==> config.mk <==
export PLATFORM = sky130hd
export DESIGN_NAME = rp_frontend_top
export DESIGN_NICKNAME = d
export VERILOG_FILES = /design/src/design/rp_adc_pkg.sv /design/src/design/rp_bus_pkg.sv /design/src/design/adc_sample_conv.sv /design/src/design/ams_pdm.sv /design/src/design/exp_trig_route.sv /design/src/design/hk_regs.sv /design/src/design/rp_frontend_top.sv /design/src/design/sys_bus_decoder.sv
export SDC_FILE = /design/constraint.sdc
export NUM_CORES = 1
export LEC_CHECK = 0
export BUFFER_PORTS_ARGS = -buffer_cell sky130_fd_sc_hd__buf_2
export CORE_MARGIN = 2
export CORE_UTILIZATION = 50
export CTS_CLUSTER_DIAMETER = 120
export CTS_CLUSTER_SIZE = 25
export DETAILED_ROUTE_END_ITERATION = 8
export PLACE_DENSITY = 0.77
export SETUP_SLACK_MARGIN = 0.05
export SKIP_CTS_REPAIR_TIMING = 1
export SYNTH_ARGS = -nofsm -noshare
export SYNTH_HDL_FRONTEND = slang
export SYNTH_SLANG_ARGS = --single-unit
==> constraint.sdc <==
create_clock -name adc_clk_01 -period 4.85 [get_ports adc_clk_01]
set_input_delay 0.97 -clock adc_clk_01 [delete_from_list [all_inputs] [get_ports adc_clk_01]]
set_output_delay 0.97 -clock adc_clk_01 [all_outputs]
set_load 0.005 [all_outputs]
==> src/design/rp_adc_pkg.sv <==
////////////////////////////////////////
// ADC sample, slow DAC and expansion types
////////////////////////////////////////

package rp_adc_pkg;

  localparam int unsigned ADC_CHN  = 4;
  localparam int unsigned ADC_BITS = 14;
  localparam int unsigned PDM_BITS = 8;
  localparam int unsigned EXP_W    = 11;   // pins per side of the connector
  localparam int unsigned DAISY_W  = 16;   // daisy rx word

  // raw word, offset inverted (negative slope)
  typedef logic        [ADC_BITS-1:0] adc_raw_t;
  // two's complement sample
  typedef logic signed [ADC_BITS-1:0] adc_sample_t;

  // slow DAC level, range fixed at 255
  typedef logic [PDM_BITS-1:0] pdm_cfg_t;

  // one side of the expansion connector
  typedef struct packed {
    logic [EXP_W-1:0] dat;
    logic [EXP_W-1:0] oe;   // 1 = drive
  } exp_pins_t;

  // daisy mode register, bit 0 is sync_en
  typedef struct packed {
    logic trig_sel_asg;  // 1 generator trig, 0 scope trig
    logic trig_out_en;   // put trig on exp_n[0]
    logic sync_en;       // daisy link carries trigger
  } daisy_mode_t;

endpackage : rp_adc_pkg

==> src/design/rp_bus_pkg.sv <==
////////////////////////////////////////
// system bus types and address map for the
// housekeeping and analog mixed signal regions
////////////////////////////////////////

package rp_bus_pkg;

  localparam int unsigned REGION_BITS = 3;   // addr[22:20]
  localparam int unsigned OFS_BITS    = 20;  // addr[19:0]
  localparam int unsigned REGION_NUM  = 8;

  localparam logic [31:0] HK_ID_VALUE = 32'h0AD4_0001;  // 4ch board, rev 1

  // bus request, wen/ren are single cycle strobes
  typedef struct packed {
    logic [31:0] addr;
    logic [31:0] wdata;
    logic        wen;
    logic        ren;
  } sys_req_t;

  // bus response, rdata/err qualified by ack
  typedef struct packed {
    logic [31:0] rdata;
    logic        ack;
    logic        err;
  } sys_rsp_t;

  typedef enum logic [REGION_BITS-1:0] {
    REG_HK      = 3'd0,
    REG_SCOPE01 = 3'd1,
    REG_SCOPE23 = 3'd2,
    REG_ASG     = 3'd3,
    REG_AMS     = 3'd4,
    REG_DAISY   = 3'd5,
    REG_FREE6   = 3'd6,
    REG_FREE7   = 3'd7
  } region_e;

  typedef enum logic [OFS_BITS-1:0] {
    HK_ID         = 20'h00,
    HK_DAISY_MODE = 20'h04,
    HK_EXP_P_DIR  = 20'h08,
    HK_EXP_N_DIR  = 20'h0C,
    HK_EXP_P_OUT  = 20'h10,
    HK_EXP_N_OUT  = 20'h14,
    HK_EXP_P_IN   = 20'h18,  // read only
    HK_EXP_N_IN   = 20'h1C   // read only
  } hk_ofs_e;

  typedef enum logic [OFS_BITS-1:0] {
    AMS_DAC_A = 20'h20,
    AMS_DAC_B = 20'h24,
    AMS_DAC_C = 20'h28,
    AMS_DAC_D = 20'h2C
  } ams_ofs_e;

endpackage : rp_bus_pkg

==> src/design/adc_sample_conv.sv <==
////////////////////////////////////////
// ADC raw word to two's complement, 2 stages
////////////////////////////////////////

`timescale 1ns/1ps

module adc_sample_conv (
  input  logic                                          adc_clk_01,
  input  logic                                          rst_n_i,
  input  rp_adc_pkg::adc_raw_t    [rp_adc_pkg::ADC_CHN-1:0] raw_i,
  output rp_adc_pkg::adc_sample_t [rp_adc_pkg::ADC_CHN-1:0] sample_o
);

  localparam int unsigned MSB = rp_adc_pkg::ADC_BITS - 1;

  rp_adc_pkg::adc_sample_t [rp_adc_pkg::ADC_CHN-1:0] conv_q;  // stage 1
  rp_adc_pkg::adc_sample_t [rp_adc_pkg::ADC_CHN-1:0] out_q;   // stage 2

  ////////////////////////////////////////
  // conversion pipeline
  ////////////////////////////////////////

  always_ff @(posedge adc_clk_01 or negedge rst_n_i) begin
    if (!rst_n_i) begin
      conv_q <= '0;
      out_q  <= '0;
    end else begin
      for (int ch = 0; ch < rp_adc_pkg::ADC_CHN; ch++) begin
        // keep msb, flip the rest
        conv_q[ch] <= {raw_i[ch][MSB], ~raw_i[ch][MSB-1:0]};
      end
      out_q <= conv_q;  // second level, retiming only
    end
  end

  assign sample_o = out_q;

endmodule : adc_sample_conv

==> src/design/ams_pdm.sv <==
////////////////////////////////////////
// slow DAC config regs and 4 PDM modulators
////////////////////////////////////////

`timescale 1ns/1ps

module ams_pdm (
  input  logic                 adc_clk_01,
  input  logic                 rst_n_i,
  input  rp_bus_pkg::sys_req_t req_i,
  output rp_bus_pkg::sys_rsp_t rsp_o,
  output logic [4-1:0]         dac_pdm_o
);

  localparam int unsigned PB = rp_adc_pkg::PDM_BITS;

  logic [rp_bus_pkg::OFS_BITS-1:0]  ofs;
  logic                             strobe;
  logic [31:0]                      rd_dat;
  logic                             rd_hit;
  rp_adc_pkg::pdm_cfg_t [4-1:0]     cfg_q;    // one level per channel
  logic [4-1:0][PB-1:0]             acc_q;    // wraps at 255
  logic [4-1:0]                     pdm_q;    // registered carry
  logic                             ack_q, err_q;
  logic [31:0]                      rdata_q;

  assign ofs    = req_i.addr[rp_bus_pkg::OFS_BITS-1:0];
  assign strobe = req_i.wen | req_i.ren;

  ////////////////////////////////////////
  // register access
  ////////////////////////////////////////

  always_comb begin
    rd_dat = '0;
    rd_hit = 1'b1;
    case (ofs)
      rp_bus_pkg::AMS_DAC_A: rd_dat = 32'(cfg_q[0]);
      rp_bus_pkg::AMS_DAC_B: rd_dat = 32'(cfg_q[1]);
      rp_bus_pkg::AMS_DAC_C: rd_dat = 32'(cfg_q[2]);
      rp_bus_pkg::AMS_DAC_D: rd_dat = 32'(cfg_q[3]);
      default:               rd_hit = 1'b0;
    endcase
  end

  always_ff @(posedge adc_clk_01 or negedge rst_n_i) begin
    if (!rst_n_i) begin
      cfg_q <= '0;
      ack_q <= 1'b0;
      err_q <= 1'b0;
    end else begin
      ack_q <= strobe;
      err_q <= strobe & ~rd_hit;  // unknown offset
      if (req_i.wen) begin
        case (ofs)
          rp_bus_pkg::AMS_DAC_A: cfg_q[0] <= req_i.wdata[PB-1:0];
          rp_bus_pkg::AMS_DAC_B: cfg_q[1] <= req_i.wdata[PB-1:0];
          rp_bus_pkg::AMS_DAC_C: cfg_q[2] <= req_i.wdata[PB-1:0];
          rp_bus_pkg::AMS_DAC_D: cfg_q[3] <= req_i.wdata[PB-1:0];
          default: ;
        endcase
      end
    end
  end

  always_ff @(posedge adc_clk_01) begin
    if (strobe) rdata_q <= req_i.ren ? rd_dat : '0;
  end

  assign rsp_o = '{rdata: rdata_q, ack: ack_q, err: err_q};

  ////////////////////////////////////////
  // PDM, first order sigma delta
  ////////////////////////////////////////

  // carry out density is cfg/256
  always_ff @(posedge adc_clk_01 or negedge rst_n_i) begin
    if (!rst_n_i) begin
      acc_q <= '0;
      pdm_q <= '0;
    end else begin
      for (int ch = 0; ch < 4; ch++) begin
        {pdm_q[ch], acc_q[ch]} <= {1'b0, acc_q[ch]} + {1'b0, cfg_q[ch]};
      end
    end
  end

  assign dac_pdm_o = pdm_q;

endmodule : ams_pdm

==> src/design/exp_trig_route.sv <==
////////////////////////////////////////
// trigger out on exp_n[0], ext trigger mask
////////////////////////////////////////

`timescale 1ns/1ps

module exp_trig_route (
  input  rp_adc_pkg::daisy_mode_t             daisy_mode_i,
  input  rp_adc_pkg::exp_pins_t               exp_n_reg_i,
  input  logic                                scope_trig_i,
  input  logic                                asg_trig_i,
  input  logic [rp_adc_pkg::DAISY_W-1:0]      daisy_rx_dat_i,
  input  logic                                exp_p_in0_i,
  output rp_adc_pkg::exp_pins_t               exp_n_o,
  output logic                                trig_ext_o
);

  logic trig_sel;    // trigger chosen for output
  logic daisy_trig;  // any activity on daisy rx

  assign trig_sel   = daisy_mode_i.trig_sel_asg ? asg_trig_i : scope_trig_i;
  assign daisy_trig = |daisy_rx_dat_i;

  always_comb begin
    exp_n_o        = exp_n_reg_i;  // register value for all other pins
    exp_n_o.dat[0] = exp_n_reg_i.dat[0] | (daisy_mode_i.trig_out_en & trig_sel);
    exp_n_o.oe[0]  = exp_n_reg_i.oe[0]  | daisy_mode_i.trig_out_en;  // force drive
  end

  // ext trig blocked while daisy link carries trigger
  assign trig_ext_o = exp_p_in0_i & ~(daisy_mode_i.sync_en & daisy_trig);

endmodule : exp_trig_route

==> src/design/hk_regs.sv <==
////////////////////////////////////////
// housekeeping regs: id, daisy mode, expansion
////////////////////////////////////////

`timescale 1ns/1ps

module hk_regs (
  input  logic                                 adc_clk_01,
  input  logic                                 rst_n_i,
  input  rp_bus_pkg::sys_req_t                 req_i,
  output rp_bus_pkg::sys_rsp_t                 rsp_o,
  input  logic [rp_adc_pkg::EXP_W-1:0]         exp_p_in_i,
  input  logic [rp_adc_pkg::EXP_W-1:0]         exp_n_in_i,
  output rp_adc_pkg::daisy_mode_t              daisy_mode_o,
  output rp_adc_pkg::exp_pins_t                exp_p_o,
  output rp_adc_pkg::exp_pins_t                exp_n_o
);

  localparam int unsigned EW = rp_adc_pkg::EXP_W;
  localparam int unsigned DW = $bits(rp_adc_pkg::daisy_mode_t);

  logic [rp_bus_pkg::OFS_BITS-1:0] ofs;
  logic                            strobe;
  logic [31:0]                     rd_dat;   // read mux
  logic                            rd_hit;   // known offset
  rp_adc_pkg::daisy_mode_t         daisy_mode_q;
  logic [EW-1:0]                   exp_p_dir_q, exp_n_dir_q;
  logic [EW-1:0]                   exp_p_out_q, exp_n_out_q;
  logic                            ack_q, err_q;
  logic [31:0]                     rdata_q;

  assign ofs    = req_i.addr[rp_bus_pkg::OFS_BITS-1:0];
  assign strobe = req_i.wen | req_i.ren;

  ////////////////////////////////////////
  // read decode
  ////////////////////////////////////////

  always_comb begin
    rd_dat = '0;
    rd_hit = 1'b1;
    case (ofs)
      rp_bus_pkg::HK_ID:         rd_dat = rp_bus_pkg::HK_ID_VALUE;
      rp_bus_pkg::HK_DAISY_MODE: rd_dat = 32'(daisy_mode_q);
      rp_bus_pkg::HK_EXP_P_DIR:  rd_dat = 32'(exp_p_dir_q);
      rp_bus_pkg::HK_EXP_N_DIR:  rd_dat = 32'(exp_n_dir_q);
      rp_bus_pkg::HK_EXP_P_OUT:  rd_dat = 32'(exp_p_out_q);
      rp_bus_pkg::HK_EXP_N_OUT:  rd_dat = 32'(exp_n_out_q);
      rp_bus_pkg::HK_EXP_P_IN:   rd_dat = 32'(exp_p_in_i);  // live pins
      rp_bus_pkg::HK_EXP_N_IN:   rd_dat = 32'(exp_n_in_i);
      default:                   rd_hit = 1'b0;
    endcase
  end

  // config regs, writes to id/pin inputs fall through
  always_ff @(posedge adc_clk_01 or negedge rst_n_i) begin
    if (!rst_n_i) begin
      daisy_mode_q <= '0;
      exp_p_dir_q  <= '0;
      exp_n_dir_q  <= '0;
      exp_p_out_q  <= '0;
      exp_n_out_q  <= '0;
      ack_q        <= 1'b0;
      err_q        <= 1'b0;
    end else begin
      ack_q <= strobe;
      err_q <= strobe & ~rd_hit;
      if (req_i.wen) begin
        case (ofs)
          rp_bus_pkg::HK_DAISY_MODE: daisy_mode_q <= rp_adc_pkg::daisy_mode_t'(req_i.wdata[DW-1:0]);
          rp_bus_pkg::HK_EXP_P_DIR:  exp_p_dir_q  <= req_i.wdata[EW-1:0];
          rp_bus_pkg::HK_EXP_N_DIR:  exp_n_dir_q  <= req_i.wdata[EW-1:0];
          rp_bus_pkg::HK_EXP_P_OUT:  exp_p_out_q  <= req_i.wdata[EW-1:0];
          rp_bus_pkg::HK_EXP_N_OUT:  exp_n_out_q  <= req_i.wdata[EW-1:0];
          default: ;
        endcase
      end
    end
  end

  // read data, zero on writes
  always_ff @(posedge adc_clk_01) begin
    if (strobe) rdata_q <= req_i.ren ? rd_dat : '0;
  end

  assign rsp_o        = '{rdata: rdata_q, ack: ack_q, err: err_q};
  assign daisy_mode_o = daisy_mode_q;
  assign exp_p_o      = '{dat: exp_p_out_q, oe: exp_p_dir_q};
  assign exp_n_o      = '{dat: exp_n_out_q, oe: exp_n_dir_q};

endmodule : hk_regs

==> src/design/rp_frontend_top.sv <==
////////////////////////////////////////
// 4ch ADC board frontend, adc_clk_01 domain
////////////////////////////////////////

`timescale 1ns/1ps

module rp_frontend_top (
  input  logic                                                adc_clk_01,
  input  logic                                                rst_n_i,
  // ADC
  input  rp_adc_pkg::adc_raw_t    [rp_adc_pkg::ADC_CHN-1:0]   adc_raw_i,
  output rp_adc_pkg::adc_sample_t [rp_adc_pkg::ADC_CHN-1:0]   adc_dat_o,
  // system bus
  input  rp_bus_pkg::sys_req_t                                sys_req_i,
  output rp_bus_pkg::sys_rsp_t                                sys_rsp_o,
  // expansion connector
  input  logic [rp_adc_pkg::EXP_W-1:0]                        exp_p_i,
  input  logic [rp_adc_pkg::EXP_W-1:0]                        exp_n_i,
  output rp_adc_pkg::exp_pins_t                               exp_p_o,
  output rp_adc_pkg::exp_pins_t                               exp_n_o,
  // triggers
  input  logic                                                scope_trig_i,
  input  logic                                                asg_trig_i,
  input  logic [rp_adc_pkg::DAISY_W-1:0]                      daisy_rx_dat_i,
  output logic                                                trig_ext_o,
  // slow DAC
  output logic [4-1:0]                                        dac_pdm_o
);

  rp_bus_pkg::sys_req_t    hk_req, ams_req;
  rp_bus_pkg::sys_rsp_t    hk_rsp, ams_rsp;
  rp_adc_pkg::daisy_mode_t daisy_mode;
  rp_adc_pkg::exp_pins_t   exp_n_reg;  // before trigger overlay

  ////////////////////////////////////////
  // ADC path
  ////////////////////////////////////////

  adc_sample_conv u_adc_conv (
    .adc_clk_01 (adc_clk_01),
    .rst_n_i    (rst_n_i),
    .raw_i      (adc_raw_i),
    .sample_o   (adc_dat_o)
  );

  ////////////////////////////////////////
  // bus and register blocks
  ////////////////////////////////////////

  sys_bus_decoder u_bus_dec (
    .adc_clk_01 (adc_clk_01),
    .rst_n_i    (rst_n_i),
    .req_i      (sys_req_i),
    .rsp_o      (sys_rsp_o),
    .hk_req_o   (hk_req),     // region 0
    .hk_rsp_i   (hk_rsp),
    .ams_req_o  (ams_req),    // region 4
    .ams_rsp_i  (ams_rsp)
  );

  hk_regs u_hk (
    .adc_clk_01   (adc_clk_01),
    .rst_n_i      (rst_n_i),
    .req_i        (hk_req),
    .rsp_o        (hk_rsp),
    .exp_p_in_i   (exp_p_i),
    .exp_n_in_i   (exp_n_i),
    .daisy_mode_o (daisy_mode),
    .exp_p_o      (exp_p_o),    // p side goes straight out
    .exp_n_o      (exp_n_reg)
  );

  ams_pdm u_ams (
    .adc_clk_01 (adc_clk_01),
    .rst_n_i    (rst_n_i),
    .req_i      (ams_req),
    .rsp_o      (ams_rsp),
    .dac_pdm_o  (dac_pdm_o)
  );

  exp_trig_route u_trig (
    .daisy_mode_i   (daisy_mode),
    .exp_n_reg_i    (exp_n_reg),
    .scope_trig_i   (scope_trig_i),
    .asg_trig_i     (asg_trig_i),
    .daisy_rx_dat_i (daisy_rx_dat_i),
    .exp_p_in0_i    (exp_p_i[0]),  // ext trigger pin
    .exp_n_o        (exp_n_o),
    .trig_ext_o     (trig_ext_o)
  );

endmodule : rp_frontend_top

==> src/design/sys_bus_decoder.sv <==
////////////////////////////////////////
// system bus region decoder, 8 regions
// unmapped regions answer with err
////////////////////////////////////////

`timescale 1ns/1ps

module sys_bus_decoder (
  input  logic                 adc_clk_01,
  input  logic                 rst_n_i,
  input  rp_bus_pkg::sys_req_t req_i,
  output rp_bus_pkg::sys_rsp_t rsp_o,
  output rp_bus_pkg::sys_req_t hk_req_o,
  input  rp_bus_pkg::sys_rsp_t hk_rsp_i,
  output rp_bus_pkg::sys_req_t ams_req_o,
  input  rp_bus_pkg::sys_rsp_t ams_rsp_i
);

  rp_bus_pkg::region_e                 region;
  rp_bus_pkg::region_e                 region_q;   // region of last strobe
  logic [rp_bus_pkg::REGION_NUM-1:0]   reg_hit;    // one hot
  logic                                strobe;
  logic                                unm_ack_q;  // err ack for empty regions

  assign strobe  = req_i.wen | req_i.ren;
  assign region  = rp_bus_pkg::region_e'(req_i.addr[rp_bus_pkg::OFS_BITS +: rp_bus_pkg::REGION_BITS]);
  assign reg_hit = rp_bus_pkg::REGION_NUM'(1) << region;

  // request fan out, strobes only to the addressed region
  always_comb begin
    hk_req_o      = req_i;
    hk_req_o.wen  = req_i.wen & reg_hit[rp_bus_pkg::REG_HK];
    hk_req_o.ren  = req_i.ren & reg_hit[rp_bus_pkg::REG_HK];
    ams_req_o     = req_i;
    ams_req_o.wen = req_i.wen & reg_hit[rp_bus_pkg::REG_AMS];
    ams_req_o.ren = req_i.ren & reg_hit[rp_bus_pkg::REG_AMS];
  end

  always_ff @(posedge adc_clk_01 or negedge rst_n_i) begin
    if (!rst_n_i) begin
      region_q  <= rp_bus_pkg::REG_HK;
      unm_ack_q <= 1'b0;
    end else begin
      if (strobe) region_q <= region;
      unm_ack_q <= strobe & ~reg_hit[rp_bus_pkg::REG_HK] & ~reg_hit[rp_bus_pkg::REG_AMS];
    end
  end

  ////////////////////////////////////////
  // response mux, one cycle behind request
  ////////////////////////////////////////

  always_comb begin
    case (region_q)
      rp_bus_pkg::REG_HK:  rsp_o = hk_rsp_i;
      rp_bus_pkg::REG_AMS: rsp_o = ams_rsp_i;
      default: begin
        rsp_o.rdata = '0;
        rsp_o.ack   = unm_ack_q;
        rsp_o.err   = unm_ack_q;
      end
    endcase
  end

  // master never issues read and write together
  a_no_rw: assert property (@(posedge adc_clk_01) disable iff (!rst_n_i)
    !(req_i.wen && req_i.ren));

  // exactly one ack, one cycle after each strobe, whichever region answers
  a_ack_lat: assert property (@(posedge adc_clk_01) disable iff (!rst_n_i)
    rsp_o.ack == $past(strobe));

endmodule : sys_bus_decoder

# After elaboration in Yosys (flattened, before gate mapping)
# Cells that the tools add are included.
[totals]
ff_bits = 299
latchBits = 0
ram_bits = 0
mem_bits_ro = 0
input_bits = 164
out_inout_bits = 139
wordCells = 94
n_memories = 0
[op_classes]
n_addsub = 4
n_mul = 0
n_div = 0
n_lt_le_gt_ge = 0
eq_ne = 12
shifts = 1
mux = 6
n_bitwise = 25
reduce_logical = 14
[op_table]
columns = ["cell", "n"]
rows = [
  ["one-hot mux 28 bit (8 select lines)", 1],
  ["== test 20 x 5 -> 1 bit, second input constant", 4],
  ["== test 20 x 6 -> 1 bit, second input constant", 4],
  ["one-hot mux 34 bit (2 select lines)", 1],
  ["inverter 13 bit", 4],
  ["== test 20 x 4 -> 1 bit, second input constant", 2],
  ["adder 8 x 8 -> 9 bit", 4],
  ["one-hot mux 8 bit (4 select lines)", 1],
  ["== test 20 x 3 -> 1 bit, second input constant", 1],
  ["logical NOT 20 bit", 1],
  ["AND reduction 2 bit", 9],
  ["OR reduction 16 bit", 1],
  ["bitwise AND 1 bit", 11],
  ["OR reduction 8 bit", 1],
  ["inverter 1 bit", 5],
  ["bitwise OR 1 bit", 5],
  ["left shift 1 x 3 -> 5 bit, first input constant", 1],
  ["OR reduction 4 bit", 1],
  ["== test 3 bit, second input constant", 1],
  ["logical NOT 3 bit", 1],
  ["2-to-1 mux 1 bit", 3],
]

# Longest topological paths before layout
[logic_depth]
ltp_word = 5
ltp_mapped = 6
ltp_nobuf = 6

# Cells and area by module
# From an unflattened synthesis, not the netlist that was laid out.
[unflattened]
hier_cells = 1000
area_unflattened_um2 = 12248.0
[by_module_without_submodules]
columns = ["mod", "n_inst", "cells_per_inst", "area_per_inst_um2", "seq_area_each_um2"]
rows = [
  ["ams_pdm", 1, 336, 4137.7, 1991.9],
  ["hk_regs", 1, 250, 3173.0, 1586.5],
  ["adc_sample_conv", 1, 164, 2997.9, 2802.7],
  ["sys_bus_decoder", 1, 221, 1719.1, 100.1],
  ["exp_trig_route", 1, 29, 220.2, 0.0],
]

# Worst setup path after synthesis
# No wires, ideal clock.
[synth_path]
kind = "input to register"
from = "input sys_req_i[40] (netlist bit)"
to = "register u_ams.cfg_q[0] (netlist bit)"
setup_ns = 0.125
arrival_time_ns = 2.407
required_ns = 4.725
slack_ns = 2.318
cell_stages = 5
path_buffers = 1
path_cell_list = "or4_4 > nor2_2 > and3_1 > buf_6 > mux2_2"
[synth_via]
elab_chain_len = 2
[synth_rtl]
columns = ["element", "line", "text"]
rows = [
  ["start: declaration", "rp_frontend_top.sv:14", "input rp_bus_pkg::sys_req_t sys_req_i,"],
  ["== test 20 x 6 -> 1 bit", "ams_pdm.sv:55", "case (ofs)"],
  ["AND reduction 2 bit (no source line)", "n/a", ""],
  ["end: declaration", "ams_pdm.sv:21", "rp_adc_pkg::pdm_cfg_t [4-1:0] cfg_q;"],
]
# No other way between the ends.
# A chain may end at the register's enable or synchronous reset.

# Final worst setup path
[layout_path]
from = "input daisy_rx_dat_i[10] (netlist bit)"
to = "output trig_ext_o"
[layout_via]
elab_chain_len = 4
[layout_rtl]
columns = ["element", "line", "text"]
rows = [
  ["start: declaration", "rp_frontend_top.sv:24", "input logic [rp_adc_pkg::DAISY_W-1:0] daisy_rx_dat_i,"],
  ["OR reduction 16 bit", "exp_trig_route.sv:22", "assign daisy_trig = |daisy_rx_dat_i;"],
  ["bitwise AND 1 bit", "exp_trig_route.sv:31", "assign trig_ext_o = exp_p_in0_i & ~(daisy_mode_i.sync_en & daisy_trig);"],
  ["inverter 1 bit", "exp_trig_route.sv:31", ""],
  ["bitwise AND 1 bit", "exp_trig_route.sv:31", ""],
  ["end: declaration", "rp_frontend_top.sv:25", "output logic trig_ext_o,"],
]
# No other way between the ends.

==> qor.yml <==
routing:
  detail_route.wl_per_cell_um: 17.6
  drc_errors_left: 0
  antenna_violating_nets_post_route: 0
  wl_mm: 22.5
  route.vias.total: 6531
  initialDrtViolationCount: 303
  drt_pass1_iterations: 4
  via_per_inst: 5.13
layout:
  syn_to_final_growth_pct: 16.3
  layout-drive-gt1-share_pct: 39.0
  fin_area_um2: 12300
  layout.nets: 1193
  postLayoutCoreUtil_pct: 58.9
  stdcell_count: 1273
  fill_cells: 1735
synth:
  synth-seq-area-share_pct: 61.3
  synth_warnings: 0
  synthCells: 764
  syn-mean-instance-area_um2: 13.8
  post_synth_edffs: 20
  synth.lib_cells_used.distinct: 59
  syn_area_um2: 10600
  async_reset_ff_share_pct: 92.2
  synth_seq_cells: 255
  synth_ff_type: "dfrtp_1"
power:
  peakVddDrop_v: 0.000299
  power-per-cell-area_nw_per_um2: 300
  total_leakage_power_nw: 6.45
placed_design:
  dpl-instance-area_um2: 11900
  dpl.hpwl_mm: 16.3
  place.detailed.instances: 1252
  number_of_buffers_added_on_ports: 257
  gp_routability_congestion: 0.807
sta:
  setup_total_negative_slack_ns: 0
  finalSetupViolations: 0
  min_period_over_period_pct: 58.1
  final.min_clock_period_ns: 2.82
  timing.fmax_ghz: 0.355
  worst_clock_skew_ns: 0.0196
  finalMaxSlewViolations: 0
  worst_pin_slew_ns: 1.18
  hold_viol: 0
  slew-limit-headroom_pct: 21.4
  rsz_0062_raised_after_global_routing: "no"
setup_path:
  crit-reg2reg-capture: "u_ams.dac_pdm_o[1]"
  worst_ep_required_time_ns: 3.88
  worstSetupStartpoint: "daisy_rx_dat_i[10]"
  reg2reg_depth: 6
  worst_r2r_startpoint: "u_ams.cfg_q[8]"
  crit_arrival_ns: 1.85
  ff2ff_setup_slack_ns: 2.68
  path_max_fanout: 1
  end_kind: "output pin"
  worstSetupEndpoint: "trig_ext_o"
  critPathKind: "primary input to output pin"
  startpoint_types: "primary input"
cts:
  ctsHtreeMaxLevel: 1
  cts_root_buf: "clkbuf_16"
  clk_pin_slew_worst_paths_ns: 0.09
  cts_max_path_buffers: 3
  cts_made_buffers: 14
  clock_insertion_delay_worst_skew_ns: 0.47
  cts_tree: "yes"
  cts_sinks: 255
global_route:
  grt_overflow: 0
  first_global_vias: 6476
  first_pass_grt_wire_length_mm: 34.3
  grt_util_all_layers_pct: 19.8
  pin_count_of_the_biggest_net_entering_global_routing: 111
  grt_antenna_before_repair: 2
floorplanning:
  row_count: 53
  die-area_um2: 22300
  boundaryPins: 303
  die_w_um: 149
  core_um2: 20900
  initial_utilization_pct: 50.6
  fp.dieH_um: 149
status:
  outcome: "completed"
flow_run:
  cap_violations: 0
hold_path:
  min-delay-path-class: "register to register"
-- placed cells by master (no fill, tap or decap), types with 7 or more instances in the layout --
cell / instances
edfxtp_1: 20
inv_1: 63
mux4_2: 12
nor2_1: 32
nor3b_1: 11
buf_2: 256
nor4_1: 9
and2_1: 7
conb_1: 15
ha_1: 32
dfrtp_1: 235
mux2i_1: 16
mux2_2: 87
a21oi_1: 15
nor3_1: 8
xnor2_1: 13
a22oi_1: 8
nor2b_1: 8
nand3_1: 7
clkbuf_16: 15
o21ai_0: 8
nand2_1: 15
xor2_1: 11
o211ai_1: 8
-- power breakdown --
| part | total (mW) | internal, mW | leakage (nW) | switching, mW |
|---|---|---|---|---|
| Sequential | 2.22 | 2.20 | 3.18 | 0.0187 |
| Clock | 1.24 | 0.578 | 0.199 | 0.661 |
| Combinational | 0.237 | 0.0992 | 3.06 | 0.138 |
| Total | 3.70 | 2.88 | 6.45 | 0.817 |
-- Yosys cell counts, drive strengths merged (9+ instances only) --
library cell	number	area (um2)
a21oi	15	75.1
buf	53	387
dfrtp	235	5880
edfxtp	20	601
ha	32	400
inv	63	236
mux2	93	1050
mux2i	16	160
mux4	12	270
nand2	15	56.3
nand3	12	85.1
nor2	34	133
nor3	9	56.3
nor3b	11	82.6
nor4	9	56.3
xnor2	13	114
xor2	11	96.3
-- layer usage --
layer / share of wire, % / GRT usage [%] / up-vias
li1: - / - / 3057
met5: 0.058 / 0 / -
met2: 50 / 33.6 / 239
met1: 41 / 26.1 / 3210
met4: 1.3 / 3.90 / 2
met3: 7.8 / 5.24 / 23
-- cells by family after synthesis --
logic type | synth area share [%]
and+or+nand+nor | 7.02
buffers and inverters | 6.19
AOI/OAI and AO/OA | 4.95
muxes | 14.0
other | 0.0355
xor gates and xnor gates | 1.99
DFF | 61.3
adders and majority gates | 4.54
-- worst min path at each step --
| stage | start | endpoint | slack, ns | cells past startpoint |
|---|---|---|---|---|
| after global routing | u_adc_conv.conv_q[14] | u_adc_conv.sample_o[14] | 0.34 | 0 |
| after detailed placement | u_adc_conv.conv_q[18] | u_adc_conv.sample_o[18] | 0.33 | 0 |
| final | u_adc_conv.conv_q[14] | u_adc_conv.sample_o[14] | 0.33 | 0 |
| after floorplan | u_adc_conv.conv_q[0] | u_adc_conv.sample_o[0] | 0.33 | 0 |
| after global placement | u_adc_conv.conv_q[53] | u_adc_conv.sample_o[53] | 0.33 | 0 |
| after CTS | u_adc_conv.conv_q[14] | u_adc_conv.sample_o[14] | 0.34 | 0 |
-- final cells by class --
cell class              count  area, um2  area share [%]
well taps                 275        344            2.80
clock inverters             1       20.0           0.163
multi-input cells         399       3490            28.4
flip-flops and latches    255       6480            52.7
diodes                      1       2.50          0.0203
repair buffers            260       1330            10.8
inverters                  63        236            1.92
clock buffers              19        390            3.17
-- state kept, by name (all words and copies together) (netlist names) --
signal / cells
u_hk.exp_p_dir_q: 11
u_ams.dac_pdm_o: 4
u_hk.exp_p_out_q: 11
u_hk.exp_n_dir_q: 11
u_hk.daisy_mode_o: 3
u_hk.exp_n_out_q: 11
u_bus_dec.region_q: 3
u_hk.err_q: 1
u_hk.ack_q: 1
u_bus_dec.unm_ack_q: 1
u_adc_conv.sample_o: 56
u_adc_conv.conv_q: 56
u_ams.ack_q: 1
u_ams.cfg_q: 32
u_ams.rdata_q: 8
u_ams.acc_q: 32
u_ams.err_q: 1
u_hk.rdata_q: 12
-- metrics by stage --
step / total power [mW] / hold WS [ns] / setup slack [ns]
5_1_grt: 3.85 / 0.340 / 1.91
4_1_cts: 3.75 / 0.338 / 2.00
3_5_place_dp: 2.50 / 0.335 / 1.70
2_1_floorplan: 2.35 / 0.331 / 2.32
6_report: 3.70 / 0.333 / 2.03
3_3_place_gp: 2.50 / 0.332 / 1.74
-- worst max-delay path, stage by stage --
cell	delay, ns
buf_2	0.11
nor4_1	0.28
nand4_1	0.15
a21boi_0	0.20
buf_2	0.14
Power figures use the tool's default switching activity.
